--- config.mk ---
export PLATFORM = sky130hd
export DESIGN_NAME = wasm_ctrl_unit
export DESIGN_NICKNAME = d
export VERILOG_FILES = /design/src/common/wasm_pkg.sv /design/src/decoder/wasm_opcode_decoder.sv /design/src/parser/wasm_section_parser.sv /design/src/rtl/leb128_decoder.sv /design/src/rtl/wasm_ctrl_unit.sv
export SDC_FILE = /design/constraint.sdc
export NUM_CORES = 1
export LEC_CHECK = 0
export BUFFER_PORTS_ARGS = -buffer_cell sky130_fd_sc_hd__buf_2
export CORE_MARGIN = 2
export CORE_UTILIZATION = 35
export DETAILED_ROUTE_END_ITERATION = 10
export PLACE_DENSITY_LB_ADDON = 0.05
export SLEW_MARGIN = 20
export SYNTH_ARGS = -nofsm -noshare
export SYNTH_HDL_FRONTEND = slang
export SYNTH_HIERARCHICAL = 1
export SYNTH_SLANG_ARGS = --single-unit
--- constraint.sdc ---
create_clock -name clk -period 6.48 [get_ports clk]
set_input_delay 0.648 -clock clk [delete_from_list [all_inputs] [get_ports clk]]
set_output_delay 0.648 -clock clk [all_outputs]
set_load 0.01 [all_outputs]
--- src/common/wasm_pkg.sv ---
// shared widths, format codes, opcode table and control encodings, imported by every wasm block
`default_nettype none

package wasm_pkg;

    localparam int WINDOW_BYTES  = 8;
    localparam int WINDOW_W      = WINDOW_BYTES * 8;
    localparam int VALUE_W       = 32;
    localparam int ADV_W         = 16;  // wide enough to jump a whole section
    localparam int LEB_MAX_BYTES = 5;
    localparam int LEB_CNT_W     = 3;
    localparam int DEPTH_W       = 4;
    localparam int SLOT_W        = 8;

    // "\0asm" followed by version 1, little endian
    localparam logic [WINDOW_W-1:0] WASM_MAGIC_VERSION = 64'h0000_0001_6d73_6100;
    localparam logic [7:0]          SEC_CODE           = 8'h0a;

    localparam logic [7:0] OP_UNREACHABLE = 8'h00;
    localparam logic [7:0] OP_NOP         = 8'h01;
    localparam logic [7:0] OP_BLOCK       = 8'h02;
    localparam logic [7:0] OP_LOOP        = 8'h03;
    localparam logic [7:0] OP_END         = 8'h0b;
    localparam logic [7:0] OP_DROP        = 8'h1a;
    localparam logic [7:0] OP_SELECT      = 8'h1b;
    localparam logic [7:0] OP_LOCAL_GET   = 8'h20;
    localparam logic [7:0] OP_LOCAL_SET   = 8'h21;
    localparam logic [7:0] OP_LOCAL_TEE   = 8'h22;
    localparam logic [7:0] OP_I32_LOAD    = 8'h28;
    localparam logic [7:0] OP_I32_STORE   = 8'h36;
    localparam logic [7:0] OP_I32_CONST   = 8'h41;
    localparam logic [7:0] OP_I32_EQZ     = 8'h45;
    localparam logic [7:0] OP_I32_EQ      = 8'h46;
    localparam logic [7:0] OP_I32_NE      = 8'h47;
    localparam logic [7:0] OP_I32_LT_S    = 8'h48;
    localparam logic [7:0] OP_I32_LT_U    = 8'h49;
    localparam logic [7:0] OP_I32_GT_S    = 8'h4a;
    localparam logic [7:0] OP_I32_GT_U    = 8'h4b;
    localparam logic [7:0] OP_I32_LE_S    = 8'h4c;
    localparam logic [7:0] OP_I32_LE_U    = 8'h4d;
    localparam logic [7:0] OP_I32_GE_S    = 8'h4e;
    localparam logic [7:0] OP_I32_GE_U    = 8'h4f;
    localparam logic [7:0] OP_I32_ADD     = 8'h6a;
    localparam logic [7:0] OP_I32_SUB     = 8'h6b;
    localparam logic [7:0] OP_I32_AND     = 8'h71;
    localparam logic [7:0] OP_I32_OR      = 8'h72;
    localparam logic [7:0] OP_I32_SHL     = 8'h74;
    localparam logic [7:0] OP_I32_SHR_S   = 8'h75;
    localparam logic [7:0] OP_I32_SHR_U   = 8'h76;
    localparam logic [7:0] OP_I32_ROTL    = 8'h77;
    localparam logic [7:0] OP_I32_ROTR    = 8'h78;

    localparam logic [4:0] ALU_ADD    = 5'd0;
    localparam logic [4:0] ALU_SUB    = 5'd1;
    localparam logic [4:0] ALU_AND    = 5'd2;
    localparam logic [4:0] ALU_OR     = 5'd3;
    localparam logic [4:0] ALU_SELECT = 5'd4;
    localparam logic [4:0] ALU_EQZ    = 5'd5;
    localparam logic [4:0] ALU_EQ     = 5'd6;
    localparam logic [4:0] ALU_LT_U   = 5'd7;
    localparam logic [4:0] ALU_GT_U   = 5'd8;
    localparam logic [4:0] ALU_LE_U   = 5'd9;
    localparam logic [4:0] ALU_GE_U   = 5'd10;
    localparam logic [4:0] ALU_LT_S   = 5'd11;
    localparam logic [4:0] ALU_GT_S   = 5'd12;
    localparam logic [4:0] ALU_LE_S   = 5'd13;
    localparam logic [4:0] ALU_GE_S   = 5'd14;
    localparam logic [4:0] ALU_NE     = 5'd15;
    localparam logic [4:0] ALU_SHL    = 5'd16;
    localparam logic [4:0] ALU_SHR_S  = 5'd17;
    localparam logic [4:0] ALU_SHR_U  = 5'd18;
    localparam logic [4:0] ALU_ROTL   = 5'd19;
    localparam logic [4:0] ALU_ROTR   = 5'd20;

    localparam logic [1:0] PUSH_ALU   = 2'd0;
    localparam logic [1:0] PUSH_MEM   = 2'd1;
    localparam logic [1:0] PUSH_IMM   = 2'd2;
    localparam logic [1:0] PUSH_LOCAL = 2'd3;

    // parser steps
    localparam int          STEP_W         = 4;
    localparam logic [3:0] ST_MODULE      = 4'd0;
    localparam logic [3:0] ST_SEC_HEAD    = 4'd1;
    localparam logic [3:0] ST_SKIP        = 4'd2;
    localparam logic [3:0] ST_VEC_COUNT   = 4'd3;
    localparam logic [3:0] ST_BODY_SIZE   = 4'd4;
    localparam logic [3:0] ST_LOCAL_COUNT = 4'd5;
    localparam logic [3:0] ST_LOCAL_ENTRY = 4'd6;
    localparam logic [3:0] ST_INSTR       = 4'd7;
    localparam logic [3:0] ST_HALT        = 4'd8;

    typedef union packed {
        logic [WINDOW_W-1:0]          magic;  // header check
        logic [WINDOW_BYTES-1:0][7:0] bytes;  // bytes[0] opcode, rest immediates
    } window_t;

endpackage

`default_nettype wire

--- src/decoder/wasm_opcode_decoder.sv ---
// i32 opcode table for code bodies, giving stack, ALU and constant controls plus instruction length
`timescale 1ns/1ps
`default_nettype none

module wasm_opcode_decoder
    import wasm_pkg::*;
(
    input  window_t              window,
    input  logic                 window_vld,
    input  logic                 body_active,
    output logic                 op_vld,
    output logic [1:0]           pop_num,
    output logic                 push_num,
    output logic [1:0]           push_select,
    output logic [4:0]           alu_op,
    output logic [VALUE_W-1:0]   constant,
    output logic [LEB_CNT_W-1:0] op_len,
    output logic                 block_open,
    output logic                 block_close,
    output logic                 trap
);

    logic [7:0]                 opcode;
    logic                       mem_op;
    logic [LEB_MAX_BYTES*8-1:0] leb_in;
    logic [LEB_CNT_W-1:0]       leb_cnt;
    logic [LEB_CNT_W-1:0]       len;
    logic                       supported;
    logic                       en;

    assign opcode = window.bytes[0];
    assign mem_op = (opcode == OP_I32_LOAD) || (opcode == OP_I32_STORE);
    assign leb_in = mem_op ? window.bytes[6:2] : window.bytes[5:1];  // hop the align byte

    leb128_decoder u_imm (
        .bytes    (leb_in),
        .value    (constant),
        .byte_cnt (leb_cnt)
    );

    always_comb begin
        case (opcode)
            OP_SELECT:    alu_op = ALU_SELECT;
            OP_I32_EQZ:   alu_op = ALU_EQZ;
            OP_I32_EQ:    alu_op = ALU_EQ;
            OP_I32_NE:    alu_op = ALU_NE;
            OP_I32_LT_S:  alu_op = ALU_LT_S;
            OP_I32_LT_U:  alu_op = ALU_LT_U;
            OP_I32_GT_S:  alu_op = ALU_GT_S;
            OP_I32_GT_U:  alu_op = ALU_GT_U;
            OP_I32_LE_S:  alu_op = ALU_LE_S;
            OP_I32_LE_U:  alu_op = ALU_LE_U;
            OP_I32_GE_S:  alu_op = ALU_GE_S;
            OP_I32_GE_U:  alu_op = ALU_GE_U;
            OP_I32_SUB:   alu_op = ALU_SUB;
            OP_I32_AND:   alu_op = ALU_AND;
            OP_I32_OR:    alu_op = ALU_OR;
            OP_I32_SHL:   alu_op = ALU_SHL;
            OP_I32_SHR_S: alu_op = ALU_SHR_S;
            OP_I32_SHR_U: alu_op = ALU_SHR_U;
            OP_I32_ROTL:  alu_op = ALU_ROTL;
            OP_I32_ROTR:  alu_op = ALU_ROTR;
            default:      alu_op = ALU_ADD;  // add, also address calc for local/mem
        endcase
    end

    always_comb begin
        pop_num     = 2'd0;
        push_num    = 1'b0;
        push_select = PUSH_ALU;
        len         = LEB_CNT_W'(1);
        supported   = 1'b1;
        case (opcode)
            OP_NOP, OP_END: len = LEB_CNT_W'(1);
            OP_BLOCK, OP_LOOP: len = LEB_CNT_W'(2);  // one blocktype byte
            OP_DROP: pop_num = 2'd1;
            OP_SELECT: begin
                pop_num  = 2'd3;
                push_num = 1'b1;
            end
            OP_LOCAL_GET: begin
                push_num    = 1'b1;
                push_select = PUSH_LOCAL;
                len         = LEB_CNT_W'(1) + leb_cnt;
            end
            OP_LOCAL_SET: begin
                pop_num = 2'd1;
                len     = LEB_CNT_W'(1) + leb_cnt;
            end
            OP_LOCAL_TEE: len = LEB_CNT_W'(1) + leb_cnt;  // top stays on stack
            OP_I32_CONST: begin
                push_num    = 1'b1;
                push_select = PUSH_IMM;
                len         = LEB_CNT_W'(1) + leb_cnt;
            end
            OP_I32_LOAD: begin
                pop_num     = 2'd1;
                push_num    = 1'b1;
                push_select = PUSH_MEM;
                len         = LEB_CNT_W'(2) + leb_cnt;
            end
            OP_I32_STORE: begin
                pop_num = 2'd2;
                len     = LEB_CNT_W'(2) + leb_cnt;
            end
            OP_I32_EQZ: begin
                pop_num  = 2'd1;
                push_num = 1'b1;
            end
            OP_I32_EQ, OP_I32_NE, OP_I32_LT_S, OP_I32_LT_U, OP_I32_GT_S, OP_I32_GT_U,
            OP_I32_LE_S, OP_I32_LE_U, OP_I32_GE_S, OP_I32_GE_U, OP_I32_ADD, OP_I32_SUB,
            OP_I32_AND, OP_I32_OR, OP_I32_SHL, OP_I32_SHR_S, OP_I32_SHR_U,
            OP_I32_ROTL, OP_I32_ROTR: begin
                pop_num  = 2'd2;
                push_num = 1'b1;
            end
            default: supported = 1'b0;  // unreachable lands here too
        endcase
    end

    assign en          = window_vld && body_active;
    assign op_vld      = en && supported;
    assign trap        = en && !supported;
    assign op_len      = op_vld ? len : '0;
    assign block_open  = op_vld && (opcode == OP_BLOCK || opcode == OP_LOOP);
    assign block_close = op_vld && (opcode == OP_END);

endmodule

`default_nettype wire

--- src/parser/wasm_section_parser.sv ---
// module/section/code-body walker; computes the read advance and tracks bodies, locals and nesting
`timescale 1ns/1ps
`default_nettype none

module wasm_section_parser
    import wasm_pkg::*;
(
    input  logic                 clk,
    input  logic                 rst_n,
    input  window_t              window,
    input  logic                 window_vld,
    input  logic [LEB_CNT_W-1:0] op_len,
    input  logic                 block_open,
    input  logic                 block_close,
    input  logic                 trap,
    output logic [ADV_W-1:0]     advance,
    output logic                 body_active,
    output logic                 body_start,
    output logic [SLOT_W-1:0]    local_slots,
    output logic                 format_error,
    output logic                 done
);

    logic [STEP_W-1:0]          step;
    logic [ADV_W-1:0]           sec_size;
    logic [VALUE_W-1:0]         body_cnt;
    logic [VALUE_W-1:0]         body_idx;
    logic [VALUE_W-1:0]         loc_cnt;
    logic [VALUE_W-1:0]         loc_idx;
    logic [DEPTH_W-1:0]         depth;
    logic                       first_instr;
    logic [LEB_MAX_BYTES*8-1:0] leb_in;
    logic [VALUE_W-1:0]         leb_value;
    logic [LEB_CNT_W-1:0]       leb_cnt;
    logic                       magic_ok;
    logic                       error_hit;
    logic                       last_body;

    // section size sits behind the id byte
    assign leb_in = (step == ST_SEC_HEAD) ? window.bytes[5:1] : window.bytes[4:0];

    leb128_decoder u_field (
        .bytes    (leb_in),
        .value    (leb_value),
        .byte_cnt (leb_cnt)
    );

    assign magic_ok    = (window.magic == WASM_MAGIC_VERSION);
    assign body_active = (step == ST_INSTR);
    assign body_start  = window_vld && body_active && first_instr;
    assign done        = (step == ST_HALT);
    assign error_hit   = window_vld && ((step == ST_MODULE && !magic_ok) || trap);
    assign last_body   = (body_idx == body_cnt - 1'b1);

    always_comb begin
        case (step)
            ST_MODULE:      advance = magic_ok ? ADV_W'(WINDOW_BYTES) : '0;
            ST_SEC_HEAD:    advance = ADV_W'(leb_cnt) + 1'b1;
            ST_SKIP:        advance = sec_size;  // whole payload in one jump
            ST_VEC_COUNT,
            ST_BODY_SIZE,
            ST_LOCAL_COUNT: advance = ADV_W'(leb_cnt);
            ST_LOCAL_ENTRY: advance = ADV_W'(leb_cnt) + 1'b1;  // count + valtype
            ST_INSTR:       advance = ADV_W'(op_len);
            default:        advance = '0;
        endcase
        if (!window_vld) begin
            advance = '0;
        end
    end

    always_ff @(posedge clk or negedge rst_n) begin
        if (!rst_n) begin
            step         <= ST_MODULE;
            sec_size     <= '0;
            body_cnt     <= '0;
            body_idx     <= '0;
            loc_cnt      <= '0;
            loc_idx      <= '0;
            local_slots  <= '0;
            depth        <= '0;
            first_instr  <= 1'b0;
            format_error <= 1'b0;
        end else if (window_vld) begin
            if (error_hit) begin
                format_error <= 1'b1;
                step         <= ST_HALT;
            end else begin
                case (step)
                    ST_MODULE: step <= ST_SEC_HEAD;
                    ST_SEC_HEAD: begin
                        sec_size <= ADV_W'(leb_value);
                        if (window.bytes[0] == SEC_CODE) begin
                            step <= ST_VEC_COUNT;
                        end else if (leb_value != '0) begin
                            step <= ST_SKIP;  // empty payload needs no jump
                        end
                    end
                    ST_SKIP: step <= ST_SEC_HEAD;
                    ST_VEC_COUNT: begin
                        body_cnt <= leb_value;
                        body_idx <= '0;
                        step     <= (leb_value == '0) ? ST_HALT : ST_BODY_SIZE;
                    end
                    ST_BODY_SIZE: step <= ST_LOCAL_COUNT;
                    ST_LOCAL_COUNT: begin
                        loc_cnt     <= leb_value;
                        loc_idx     <= '0;
                        local_slots <= '0;
                        first_instr <= 1'b1;
                        step        <= (leb_value == '0) ? ST_INSTR : ST_LOCAL_ENTRY;
                    end
                    ST_LOCAL_ENTRY: begin
                        local_slots <= local_slots + SLOT_W'(leb_value);
                        loc_idx     <= loc_idx + 1'b1;
                        if (loc_idx == loc_cnt - 1'b1) begin
                            step <= ST_INSTR;
                        end
                    end
                    ST_INSTR: begin
                        first_instr <= 1'b0;
                        if (block_open) begin
                            depth <= depth + 1'b1;
                        end else if (block_close) begin
                            if (depth != '0) begin
                                depth <= depth - 1'b1;
                            end else if (last_body) begin
                                step <= ST_HALT;  // end of code section
                            end else begin
                                body_idx <= body_idx + 1'b1;
                                step     <= ST_BODY_SIZE;
                            end
                        end
                    end
                    default: step <= ST_HALT;
                endcase
            end
        end
    end

    a_depth_no_wrap: assert property (@(posedge clk) disable iff (!rst_n)
        block_open |-> depth != '1);

    // every accepted window must move the pointer, or the stream stalls
    a_advance_moves: assert property (@(posedge clk) disable iff (!rst_n)
        (window_vld && !done && !error_hit) |-> advance != '0);

endmodule

`default_nettype wire

--- src/rtl/leb128_decoder.sv ---
// combinational unsigned LEB128 field decoder shared by the section parser and the opcode decoder
`timescale 1ns/1ps
`default_nettype none

module leb128_decoder
    import wasm_pkg::*;
(
    input  logic [LEB_MAX_BYTES*8-1:0] bytes,
    output logic [VALUE_W-1:0]         value,
    output logic [LEB_CNT_W-1:0]       byte_cnt
);

    logic found;

    always_comb begin
        value    = '0;
        byte_cnt = LEB_CNT_W'(LEB_MAX_BYTES);  // unterminated field takes all five
        found    = 1'b0;
        for (int i = 0; i < LEB_MAX_BYTES; i++) begin
            if (!found) begin
                value = value | (VALUE_W'(bytes[8*i +: 7]) << (7 * i));
                if (!bytes[8*i+7]) begin
                    byte_cnt = LEB_CNT_W'(i + 1);
                    found    = 1'b1;
                end
            end
        end
    end

endmodule

`default_nettype wire

--- src/rtl/wasm_ctrl_unit.sv ---
// top of the wasm control unit front end, joining the section parser and the opcode decoder
`timescale 1ns/1ps
`default_nettype none

module wasm_ctrl_unit
    import wasm_pkg::*;
(
    input  logic               clk,
    input  logic               rst_n,
    input  window_t            window,
    input  logic               window_vld,
    output logic [ADV_W-1:0]   advance,
    output logic               op_vld,
    output logic [1:0]         pop_num,
    output logic               push_num,
    output logic [1:0]         push_select,
    output logic [4:0]         alu_op,
    output logic [VALUE_W-1:0] constant,
    output logic               body_start,
    output logic [SLOT_W-1:0]  local_slots,
    output logic               format_error,
    output logic               done
);

    logic [LEB_CNT_W-1:0] op_len;
    logic                 block_open;
    logic                 block_close;
    logic                 trap;
    logic                 body_active;

    wasm_section_parser u_parser (
        .clk          (clk),
        .rst_n        (rst_n),
        .window       (window),
        .window_vld   (window_vld),
        .op_len       (op_len),
        .block_open   (block_open),
        .block_close  (block_close),
        .trap         (trap),
        .advance      (advance),
        .body_active  (body_active),
        .body_start   (body_start),
        .local_slots  (local_slots),
        .format_error (format_error),
        .done         (done)
    );

    wasm_opcode_decoder u_decoder (
        .window      (window),
        .window_vld  (window_vld),
        .body_active (body_active),
        .op_vld      (op_vld),
        .pop_num     (pop_num),
        .push_num    (push_num),
        .push_select (push_select),
        .alu_op      (alu_op),
        .constant    (constant),
        .op_len      (op_len),
        .block_open  (block_open),
        .block_close (block_close),
        .trap        (trap)
    );

endmodule

`default_nettype wire

==> impl_results.md, run 1 <==
- Overall die area: 0.0381 mm²
- Worst Clk Skew: 0.0167 ns
- Initial standard-cell utilization of the core: 35.8%
- Post-synthesis cell count: 1,472
- Floorplan die height: 195 µm
- Number of global-route vias before repair: 11,100
- Avg Vias per Cell: 5.59
- ANT nets after route: 0
- Final wirelength: 42.5 mm
- Count of buffers added by post-CTS timing repair for setup: 0
- Depth of the worst register-to-register path: 14
- Combined area of all synthesized cells: 0.0128 mm²
- # nets final: 1,628
- Post-CTS resize count: 0
- Residual DRC count: 0
- Final worst path period share: 77.5%
- Type of element capturing the critical path: flop
- Root buf cell: clkbuf_16
- Clock-pin slew on the worst setup and hold paths: 0.08 ns
- Antenna violations before repair: 0
- Setup Total Neg Slack: 0 ns
- RD Place Congestion: 0.870
- Share of post-route cells with drive strength above 1: 21.5%
- Worst path required time: 6.85 ns
- Power density of the placed cells: 309 mW/mm²
- Outcome: completed
- Unrepaired setup endpoints after global routing: false
- Global-route usage over all layers: 22.7%
- Count of final setup violators: 0
- Largest net degree at the start of global routing: 70
- Boundary Pins: 137
- Number of core rows: 69
- Number of hold buffers added after CTS: 0
- Clock latency at the later pin of the worst-skew pair: 0.45 ns
- VDD IR-drop max: 201 µV
- Area added between synthesis and finish: 11.3%
- Sink Count: 162
- Nets in the synthesized netlist: 1,556
- Length of the first detailed-routing pass in iterations: 5
- Detail-routed net length per standard cell: 21.1 µm
- Start of the worst register-to-register path: u_parser/step[2]$_DFFE_PN0P_
- Count of routing violations after the opening detailed-route iteration: 684
- Total of max-cap violations: 0
- Hold crit path type: in -> async
- R2R setup slack: 1.46 ns
- Avg Cell Area, Syn: 8.68 µm²
- Area of the core: 0.0357 mm²
- Critical Path AT: 5.39 ns
- Final Hold Slack: 0.205 ns
- Number of buffers on the longest clock path: 2
- Maximum operating frequency: 199 MHz
- Minimum clock period after layout: 5.02 ns
- Max transition margin: 24.2%
- Yosys synthesis warning count: 6
- Buffers on Ports: 136
- TritonCTS buffer count: 17
- Nature of the critical path startpoint: flop
- Type of the worst setup path: reg -> reg
- Static leakage: 6.27 nW
- Largest fanout on the critical path: 14
- Total inserted antenna cells: 0
- GRT Residual Overflow: 0
- Endpoint of the lowest-slack register-to-register path: u_parser/body_idx[30]$_DFFE_PN0P_
- First-pass GRT wire length: 67.0 mm
- Overall die width: 195 µm
- CTS tree: done
- Hpwl dp: 31.7 mm
- Number of slew-limit violations in the final report: 0
- Routed via count: 11,300
- Worst Tran Pin Value: 1.13 ns
- Total number of H-tree levels: 4
- Hold violation total from the final report: 0
power by group:
| part | switching [mW] | total [mW] | internal, mW |
|---|---|---|---|
| clock | 0.471 | 0.990 | 0.519 |
| sequential | 0.394 | 1.64 | 1.25 |
| combinational | 0.973 | 1.77 | 0.792 |
| total | 1.84 | 4.39 | 2.56 |
registers in the layout, indices dropped and copies added, names as in the netlist:
| signal | cells |
|---|---|
| u_parser/first_instr | 1 |
| u_parser/sec_size | 16 |
| u_parser/loc_cnt | 32 |
| u_parser/format_error | 1 |
| u_parser/depth | 4 |
| u_parser/local_slots | 8 |
| u_parser/step | 4 |
| u_parser/loc_idx | 32 |
| u_parser/body_cnt | 32 |
| u_parser/body_idx | 32 |
layer usage:
metal | routed length, µm | GRT usage (%)
met4 | 806 | 6.42
met3 | 1140 | 2.83
met5 | 0 | 0
met1 | 20600 | 31.5
met2 | 20000 | 37.2
area by class of cell:
type	instances	area, µm²
sequential	162	4050
timing repair buffer	152	807
clock inverter	12	101
inverter	35	131
clock buffer	20	457
tap	461	577
fill	3779	21500
multi-input combinational	1176	8100
metrics by stage:
stage | area [µm²] | cells | power [mW] | utilization [%] | worst slack, ns
floorplan | 12800 | 1472 | 2.89 | - | 2.40
global placement | 13700 | 1986 | 3.39 | 38.2 | 1.42
detailed placement | 13700 | 1986 | 3.40 | 38.2 | 1.46
CTS | 14200 | 2018 | 4.42 | 39.8 | 1.43
global route | 14200 | 2018 | 4.72 | 39.8 | 1.08
finish | 14200 | 2018 | 4.39 | 39.8 | 1.46
cells in the final DEF, fill, tap and decap left out, types with 8 or more instances in the layout:
cell type  count
nor4b_1        9
ha_1          15
and3_1        40
o21ai_0       65
mux2_2        86
inv_1         35
nor2_1        92
xor2_1        56
nand2b_1      19
clkbuf_16     17
nor3_1        34
nor4_1        45
and4_1         8
a21oi_1       56
dfrtp_1      162
or2_2          8
and2_2        16
and2_1        26
mux2_1        37
xnor2_1       62
and3_2        12
nand3_1       48
or3_1         37
or4_1         17
nor2b_1       14
nand3b_1       9
buf_4         16
a21o_1        10
a31oi_1        9
nand4_1       39
a21boi_0       9
buf_2        135
nand2_1      159
worst max path at each step:
stage / cells past startpoint / startpoint / slack, ns / endpoint
floorplan: 16 / u_parser/step[2]$_DFFE_PN0P_ / 2.40 / u_parser/step[1]$_DFFE_PN0P_
global placement: 14 / u_parser/step[2]$_DFFE_PN0P_ / 1.42 / u_parser/body_idx[30]$_DFFE_PN0P_
detailed placement: 14 / u_parser/step[2]$_DFFE_PN0P_ / 1.46 / u_parser/body_idx[30]$_DFFE_PN0P_
CTS: 14 / u_parser/step[2]$_DFFE_PN0P_ / 1.43 / u_parser/body_idx[30]$_DFFE_PN0P_
global route: 14 / u_parser/step[2]$_DFFE_PN0P_ / 1.08 / u_parser/body_idx[30]$_DFFE_PN0P_
finish: 14 / u_parser/step[2]$_DFFE_PN0P_ / 1.46 / u_parser/body_idx[30]$_DFFE_PN0P_
critical path: stages, from the launching register on:
cell,delay (ns)
dfrtp_1,0.65
nor2b_1,0.39
nand3_1,0.25
inv_1,0.29
nand2_1,0.25
or4_1,0.47
nor2_1,0.30
inv_1,0.10
a2111oi_0,0.44
buf_4,0.22
nand2_1,0.17
nor3_1,0.75
nand3_1,0.17
or3_1,0.34
a21oi_1,0.14
Power figures use the tool's default switching activity.
==> run 2: changes to the inputs <==
- ABC_AREA: not set -> 1
- clock period: 6.48 -> 4.25 ns (I/O delays scaled with it)
==> run 2 against run 1 <==
Against the previous run:
- first-iteration DRC count rose by 56%
- critical endpoint is now advance[1]
- non-clock buffer count rose by 1
- hold slack got worse by 0.13 ns
==> impl_results.md, run 2 <==
- Fill count: 4,340 (+15%)
- Global-route usage over all layers: 23.3% (+0.62 points)
- Number of global-route vias before repair: 13,100 (+17%)
- Final worst path period share: 89.5%
- Yosys synthesis warning count: 6 (unchanged)
- Power consumption: 3.50 mW (-20%)
- Avg Vias per Cell: 4.94 (-12%)
- Sink Count: 162 (unchanged)
- Critical Path AT: 3.38 ns (-2.01 ns)
- # nets final: 2,304 (+42%)
- Overall die area: 0.0417 mm² (+9.7%)
- Nature of the critical path startpoint: flop
- Setup slack after placement: 0.555 ns (-0.904 ns)
- Count of final setup violators: 0 (unchanged)
- Root buf cell: clkbuf_16
- Worst path required time: 3.83 ns (-3.02 ns)
- Area taken by flip-flops and latches: 0.00405 mm² (unchanged)
- Routed via count: 13,600 (+21%)
- Nets in the synthesized netlist: 2,209 (+42%)
- Area taken by multi-input logic gates: 0.00845 mm² (+4.4%)
- Highest-count cells in the layout ignoring fill and taps: nand2_1, nor2_1, inv_1
- Clock latency at the later pin of the worst-skew pair: 0.46 ns (about the same)
- Number of buffers on the longest clock path: 2 (unchanged)
- Max transition margin: 32.8% (+8.6 points)
- Residual DRC count: 0 (unchanged)
- Minimum clock period after layout: 3.81 ns
- Avg Cell Area, Syn: 6.61 µm² (-24%)
- Boundary Pins: 137 (unchanged)
- Buffers on Ports: 136 (unchanged)
- CTS tree: done
- Share of post-route cells with drive strength above 1: 15.9% (-5.6 points)
- Total of max-cap violations: 0 (unchanged)
- ANT nets after route: 0 (unchanged)
- Most common cell after layout, fill and taps aside: nand2_1
- Number of hold buffers added after CTS: 0 (unchanged)
- Count of routing violations after the opening detailed-route iteration: 1,065 (+56%)
- Type of element capturing the critical path: output port
- Power density of the placed cells: 224 mW/mm² (-28%)
- First-pass GRT wire length: 75.0 mm (+12%)
- Antenna violations before repair: 1 (+1)
- Number of core rows: 73 (+5.8%)
- Area of the core: 0.0396 mm² (+11%)
- Number of slew-limit violations in the final report: 0 (unchanged)
- VDD IR-drop max: 300 µV (+49%)
- TritonCTS buffer count: 17 (unchanged)
- Largest net degree at the start of global routing: 95 (+36%)
- Smallest setup slack after layout: 0.444 ns (-1.01 ns)
- Worst Clk Skew: 0.0145 ns (-0.00221 ns)
- Overall die width: 204 µm (+4.7%)
- Combined area of all synthesized cells: 0.0140 mm² (+9.9%)
- Static leakage: 8.11 nW (+29%)
- Post-CTS resize count: 0 (unchanged)
- Type of the worst setup path: reg -> out
- Initial standard-cell utilization of the core: 35.4% (-0.33 points)
- Clock-pin slew on the worst setup and hold paths: 0.07 ns (about the same)
- Outcome: completed
- Final Hold Slack: 0.0730 ns (-0.132 ns)
- Floorplan die height: 204 µm (+4.7%)
- Worst Tran Pin Value: 0.998 ns (-0.137 ns)
- Count of buffers added by post-CTS timing repair for setup: 0 (unchanged)
- Largest fanout on the critical path: 30 (+16)
- Setup Total Neg Slack: 0 ns (unchanged)
- Hold violation total from the final report: 0 (unchanged)
- Post-synthesis cell count: 2,125 (+44%)
- Total number of H-tree levels: 4 (unchanged)
- Unrepaired setup endpoints after global routing: false
- Hold crit path type: in -> async
- Maximum operating frequency: 263 MHz
- Detail-routed net length per standard cell: 17.3 µm (-18%)
- Area added between synthesis and finish: 11.3% (about the same)
- RD Place Congestion: 0.907 (+4.2%)
- Length of the first detailed-routing pass in iterations: 5 (unchanged)
- Final wirelength: 47.8 mm (+13%)
- Hpwl dp: 38.1 mm (+20%)
- GRT Residual Overflow: 0 (unchanged)
[run 2: cell count changes in the layout (fill, tap and decap cells not counted), moves of 31 or more]
| cell | previous run | this run |
|---|---|---|
| a21oi_1 | 56 | 23 |
| and3_1 | 40 | 1 |
| inv_1 | 35 | 267 |
| mux2_1 | 37 | 0 |
| mux2_2 | 86 | 7 |
| nand2_1 | 159 | 577 |
| nor2_1 | 92 | 303 |
| o21ai_0 | 65 | 141 |
| or3_1 | 37 | 0 |
| xnor2_1 | 62 | 31 |
| xor2_1 | 56 | 87 |
[run 2: power by group]
| part | internal [mW] | switching, mW | total [mW] | leakage, nW |
|---|---|---|---|---|
| clock | 0.906 | 0.726 | 1.63 | 0.287 |
| sequential | 1.55 | 0.00335 | 1.55 | 2.14 |
| combinational | 0.101 | 0.210 | 0.311 | 5.68 |
[run 2: worst paths after layout]
check                                         startpoint                             endpoint  slack [ns]  cells after the start
max                         u_parser/step[2]$_DFFE_PN0P_                           advance[1]        0.44                     11
min                                                rst_n     u_parser/loc_idx[28]$_DFFE_PN0P_        0.07                      1
max reg2reg                 u_parser/step[0]$_DFFE_PN0P_  u_parser/local_slots[6]$_DFFE_PN0P_        0.70                     18
min reg2reg                u_parser/depth[3]$_DFFE_PN0P_        u_parser/depth[3]$_DFFE_PN0P_        0.47                      1
max in group asynchronous                          rst_n     u_parser/sec_size[2]$_DFFE_PN0P_        3.14                      2
min in group clk                              window_vld         u_parser/step[2]$_DFFE_PN0P_        0.38                      4
[run 2: metrics by stage]
step	cells	area, µm²	util (%)
2_1_floorplan	2125	14000	-
3_3_place_gp	2726	15000	37.9
3_5_place_dp	2726	15000	37.9
4_1_cts	2758	15600	39.4
5_1_grt	2758	15600	39.4
6_report	2759	15600	39.4
[run 2: routing by layer]
layer / GRT usage [%] / wire length [µm]
met1: 33.7 / 23800
met2: 36.5 / 21200
met3: 2.97 / 1940
met4: 6.24 / 874
met5: 0 / 7
[run 2: final cells by class]
type,count,share of cell area (%)
Multi-Input combinational cell,1605,54.1
Antenna cell,1,0.0160
Tap cell,525,4.20
Clock buffer,19,2.90
Inverter,281,6.75
Clock inverter,13,0.952
Sequential cell,162,25.9
Timing Repair Buffer,153,5.21
[run 2: critical path, cell delays in order (launching register included)]
cell	delay, ns
dfrtp_1	0.41
nor2_1	0.21
nand2_1	0.28
buf_4	0.31
o21ai_0	0.34
nand2_2	0.21
nor2_4	0.22
nor2_1	0.11
ha_1	0.28
nand2_1	0.05
a31oi_1	0.32
buf_2	0.20
==> run 3: changes to the inputs <==
--- a/config.mk
+++ b/config.mk
@@ -13,3 +13,2 @@
 export PLACE_DENSITY_LB_ADDON = 0.05
-export SLEW_MARGIN = 20
 export SYNTH_ARGS = -nofsm -noshare
==> constraint.sdc (replaced) <==
create_clock -name clk -period 4.25 [get_ports clk]
set_input_delay 0.2125 -clock clk [delete_from_list [all_inputs] [get_ports clk]]
set_output_delay 0.2125 -clock clk [all_outputs]
set_load 0.01 [all_outputs]
==> run 3 against run 2 <==
Against the previous run:
- die area unchanged
- sequential share of layout area about the same
- sequential power about the same
- routed wire length down 1.7%
- setup slack better by 0.37 ns
- via count down 0.13%
- critical path depth unchanged
- utilization about the same
- fmax up 11%
- critical path type unchanged
- critical endpoint unchanged
- largest cell class unchanged
==> impl_results.md, run 3 (synthesized netlist as in run 2, its figures left out) <==
- Type of element capturing the critical path: output port
- Final wirelength: 47.0 mm (-1.7%)
- Antenna violations before repair: 0 (-1)
- Highest-count cells in the layout ignoring fill and taps: nand2_1, nor2_1, inv_1
- Number of slew-limit violations in the final report: 0 (unchanged)
- Critical Path AT: 3.22 ns (-0.16 ns)
- Root buf cell: clkbuf_16
- Largest net degree at the start of global routing: 84 (-12%)
- Total of max-cap violations: 0 (unchanged)
- Boundary Pins: 137 (unchanged)
- Overall die width: 204 µm (unchanged)
- Routed via count: 13,600 (-0.13%)
- Minimum clock period after layout: 3.43 ns (-0.372 ns)
- Total number of H-tree levels: 4 (unchanged)
- Most common cell after layout, fill and taps aside: nand2_1
- Nature of the critical path startpoint: flop
- Outcome: completed
- GRT Residual Overflow: 0 (unchanged)
- Floorplan die height: 204 µm (unchanged)
- Ordered list of cells on the worst path: nor2_1 -> nand2_1 -> buf_4 -> o21ai_0 -> nand2_2 -> nor2_4 -> nor2_1 -> ha_1 -> nand2_1 -> a31oi_1 -> buf_2
- Residual DRC count: 0 (unchanged)
- Hold crit path type: in -> reg
- Unrepaired setup endpoints after global routing: false
- Max transition margin: 36.4% (+3.6 points)
- Power density of the placed cells: 219 mW/mm² (-2.2%)
- Setup Total Neg Slack: 0 ns (unchanged)
- Clock-pin slew on the worst setup and hold paths: 0.07 ns (about the same)
- Detail-routed net length per standard cell: 17.1 µm (-1.6%)
- VDD IR-drop max: 298 µV (-0.82%)
- Buffers on Ports: 136 (unchanged)
- Avg Vias per Cell: 4.93 (about the same)
- Length of the first detailed-routing pass in iterations: 5 (unchanged)
- First-pass GRT wire length: 73.9 mm (-1.5%)
- Clock latency at the later pin of the worst-skew pair: 0.45 ns (about the same)
- Type of the worst setup path: reg -> out
- Overall die area: 0.0417 mm² (unchanged)
- Family of cells with the greatest summed delay on the critical path: simple AND/OR/NAND/NOR gates
- Post-CTS resize count: 0 (unchanged)
- Count of routing violations after the opening detailed-route iteration: 1,027 (-3.6%)
- Area added between synthesis and finish: 11.2%
- TritonCTS buffer count: 17 (unchanged)
- Slowest stage cell on the critical path: dfrtp_1
- CTS tree: done
- Worst path required time: 4.04 ns (+0.21 ns)
- Largest fanout on the critical path: 30 (unchanged)
- Static leakage: 8.10 nW (-0.17%)
- Worst Clk Skew: 0.00798 ns (-0.00650 ns)
- Number of core rows: 73 (unchanged)
- Number of buffers on the longest clock path: 2 (unchanged)
- Count of buffers added by post-CTS timing repair for setup: 0 (unchanged)
- Area of the core: 0.0396 mm² (unchanged)
- # nets final: 2,304 (unchanged)
- Worst Tran Pin Value: 0.944 ns (-0.0535 ns)
- ANT nets after route: 0 (unchanged)
- Share of post-route cells with drive strength above 1: 15.9% (-0.045 points)
- Initial standard-cell utilization of the core: 35.4% (unchanged)
- Hold violation total from the final report: 0 (unchanged)
- Core Util, Final: 39.4% (-0.047 points)
- Fill count: 4,347 (+0.16%)
- Buffers & Inverters on Critical Path: 2 (unchanged)
- Maximum operating frequency: 291 MHz (+11%)
- Hpwl dp: 37.6 mm (-1.5%)
- Sink Count: 162 (unchanged)
- Total inserted antenna cells: 0 (-1)
- Global-route usage over all layers: 22.9% (-0.41 points)
- Count of final setup violators: 0 (unchanged)
- RD Place Congestion: 0.886 (-2.3%)
- Delay contributed by the slowest stage of the critical path: 0.41 ns (about the same)
- Final worst path period share: 80.8% (-8.8 points)
- Number of global-route vias before repair: 12,900 (-1.6%)
-- run 3: cell types whose count changed in the layout (fill, tap and decap cells not counted) --
cell | previous run | this run
buf_4 | 17 | 15
bufinv_16 | 2 | 1
dlygate4sd3_1 | 0 | 1
buf_12 | 0 | 1
clkbuf_8 | 2 | 1
diode_2 | 1 | 0
clkinv_2 | 1 | 2
clkinvlp_4 | 3 | 4
-- run 3: path summary, 6_finish.rpt --
kind,startpoint,to,slack (ns),depth (start not counted)
max in group asynchronous,rst_n,u_parser/sec_size[1]$_DFFE_PN0P_,2.93,3
min reg2reg,u_parser/format_error$_DFFE_PN0P_,u_parser/format_error$_DFFE_PN0P_,0.49,1
min,window_vld,u_parser/step[2]$_DFFE_PN0P_,0.18,4
min in group asynchronous,rst_n,u_parser/loc_idx[23]$_DFFE_PN0P_,0.35,2
max reg2reg,u_parser/step[0]$_DFFE_PN0P_,u_parser/step[0]$_DFFE_PN0P_,1.06,21
max,u_parser/step[2]$_DFFE_PN0P_,advance[1],0.82,11
-- run 3: repair_timing --
action	CTS	global route
hold buffers	1	0
hold endpoints to repair	79	0
setup endpoints to repair	0	0
-- run 3: layout make-up --
class	count	area [µm²]	share of cell area [%]
Sequential cell	162	4050	26.0
Multi-Input combinational cell	1605	8450	54.1
Clock inverter	14	131	0.841
Tap cell	525	657	4.21
Clock buffer	18	439	2.81
Inverter	281	1050	6.75
Timing Repair Buffer	153	830	5.31
-- run 3: worst reg2reg max path, stage by stage (launching register included) --
cell	delay, ns
dfrtp_1	0.44
inv_1	0.10
nor2_1	0.04
nand2_1	0.19
buf_4	0.30
o21ai_0	0.19
nand2_2	0.21
nor2_4	0.08
inv_2	0.13
nor2_1	0.07
inv_1	0.09
nand3_1	0.08
nor3_1	0.29
nand3_1	0.14
nor2_1	0.21
nand3_1	0.09
nand2_1	0.06
nand2_1	0.06
nand2_1	0.10
a21oi_4	0.06
nand2_1	0.08
o21ai_1	0.07
-- run 3: metrics by stage --
stage	instances	instance area [µm²]	hold slack [ns]	setup slack [ns]	power [mW]
after detailed placement	2725	15000	0.322	0.857	1.89
after CTS	2758	15600	0.138	0.844	3.47
final	2758	15600	0.176	0.817	3.41
after global routing	2758	15600	0.193	0.497	3.55
after global placement	2725	15000	0.315	0.888	1.89
after floorplan	2125	14000	-0.0831	1.51	1.74
-- run 3: power by group --
group	internal (mW)	switching, mW	total, mW
sequential	1.55	0.00329	1.55
combinational	0.102	0.209	0.310
clock	0.829	0.721	1.55
total	2.48	0.933	3.41
-- run 3: per-layer routing --
metal,share of wire [%],GRT usage (%),up-vias
li1,-,-,6943
met1,50,33.3,6258
met2,43,34.9,357
met3,4.9,3.60,42
met4,1.9,6.39,0
met5,0,0,-
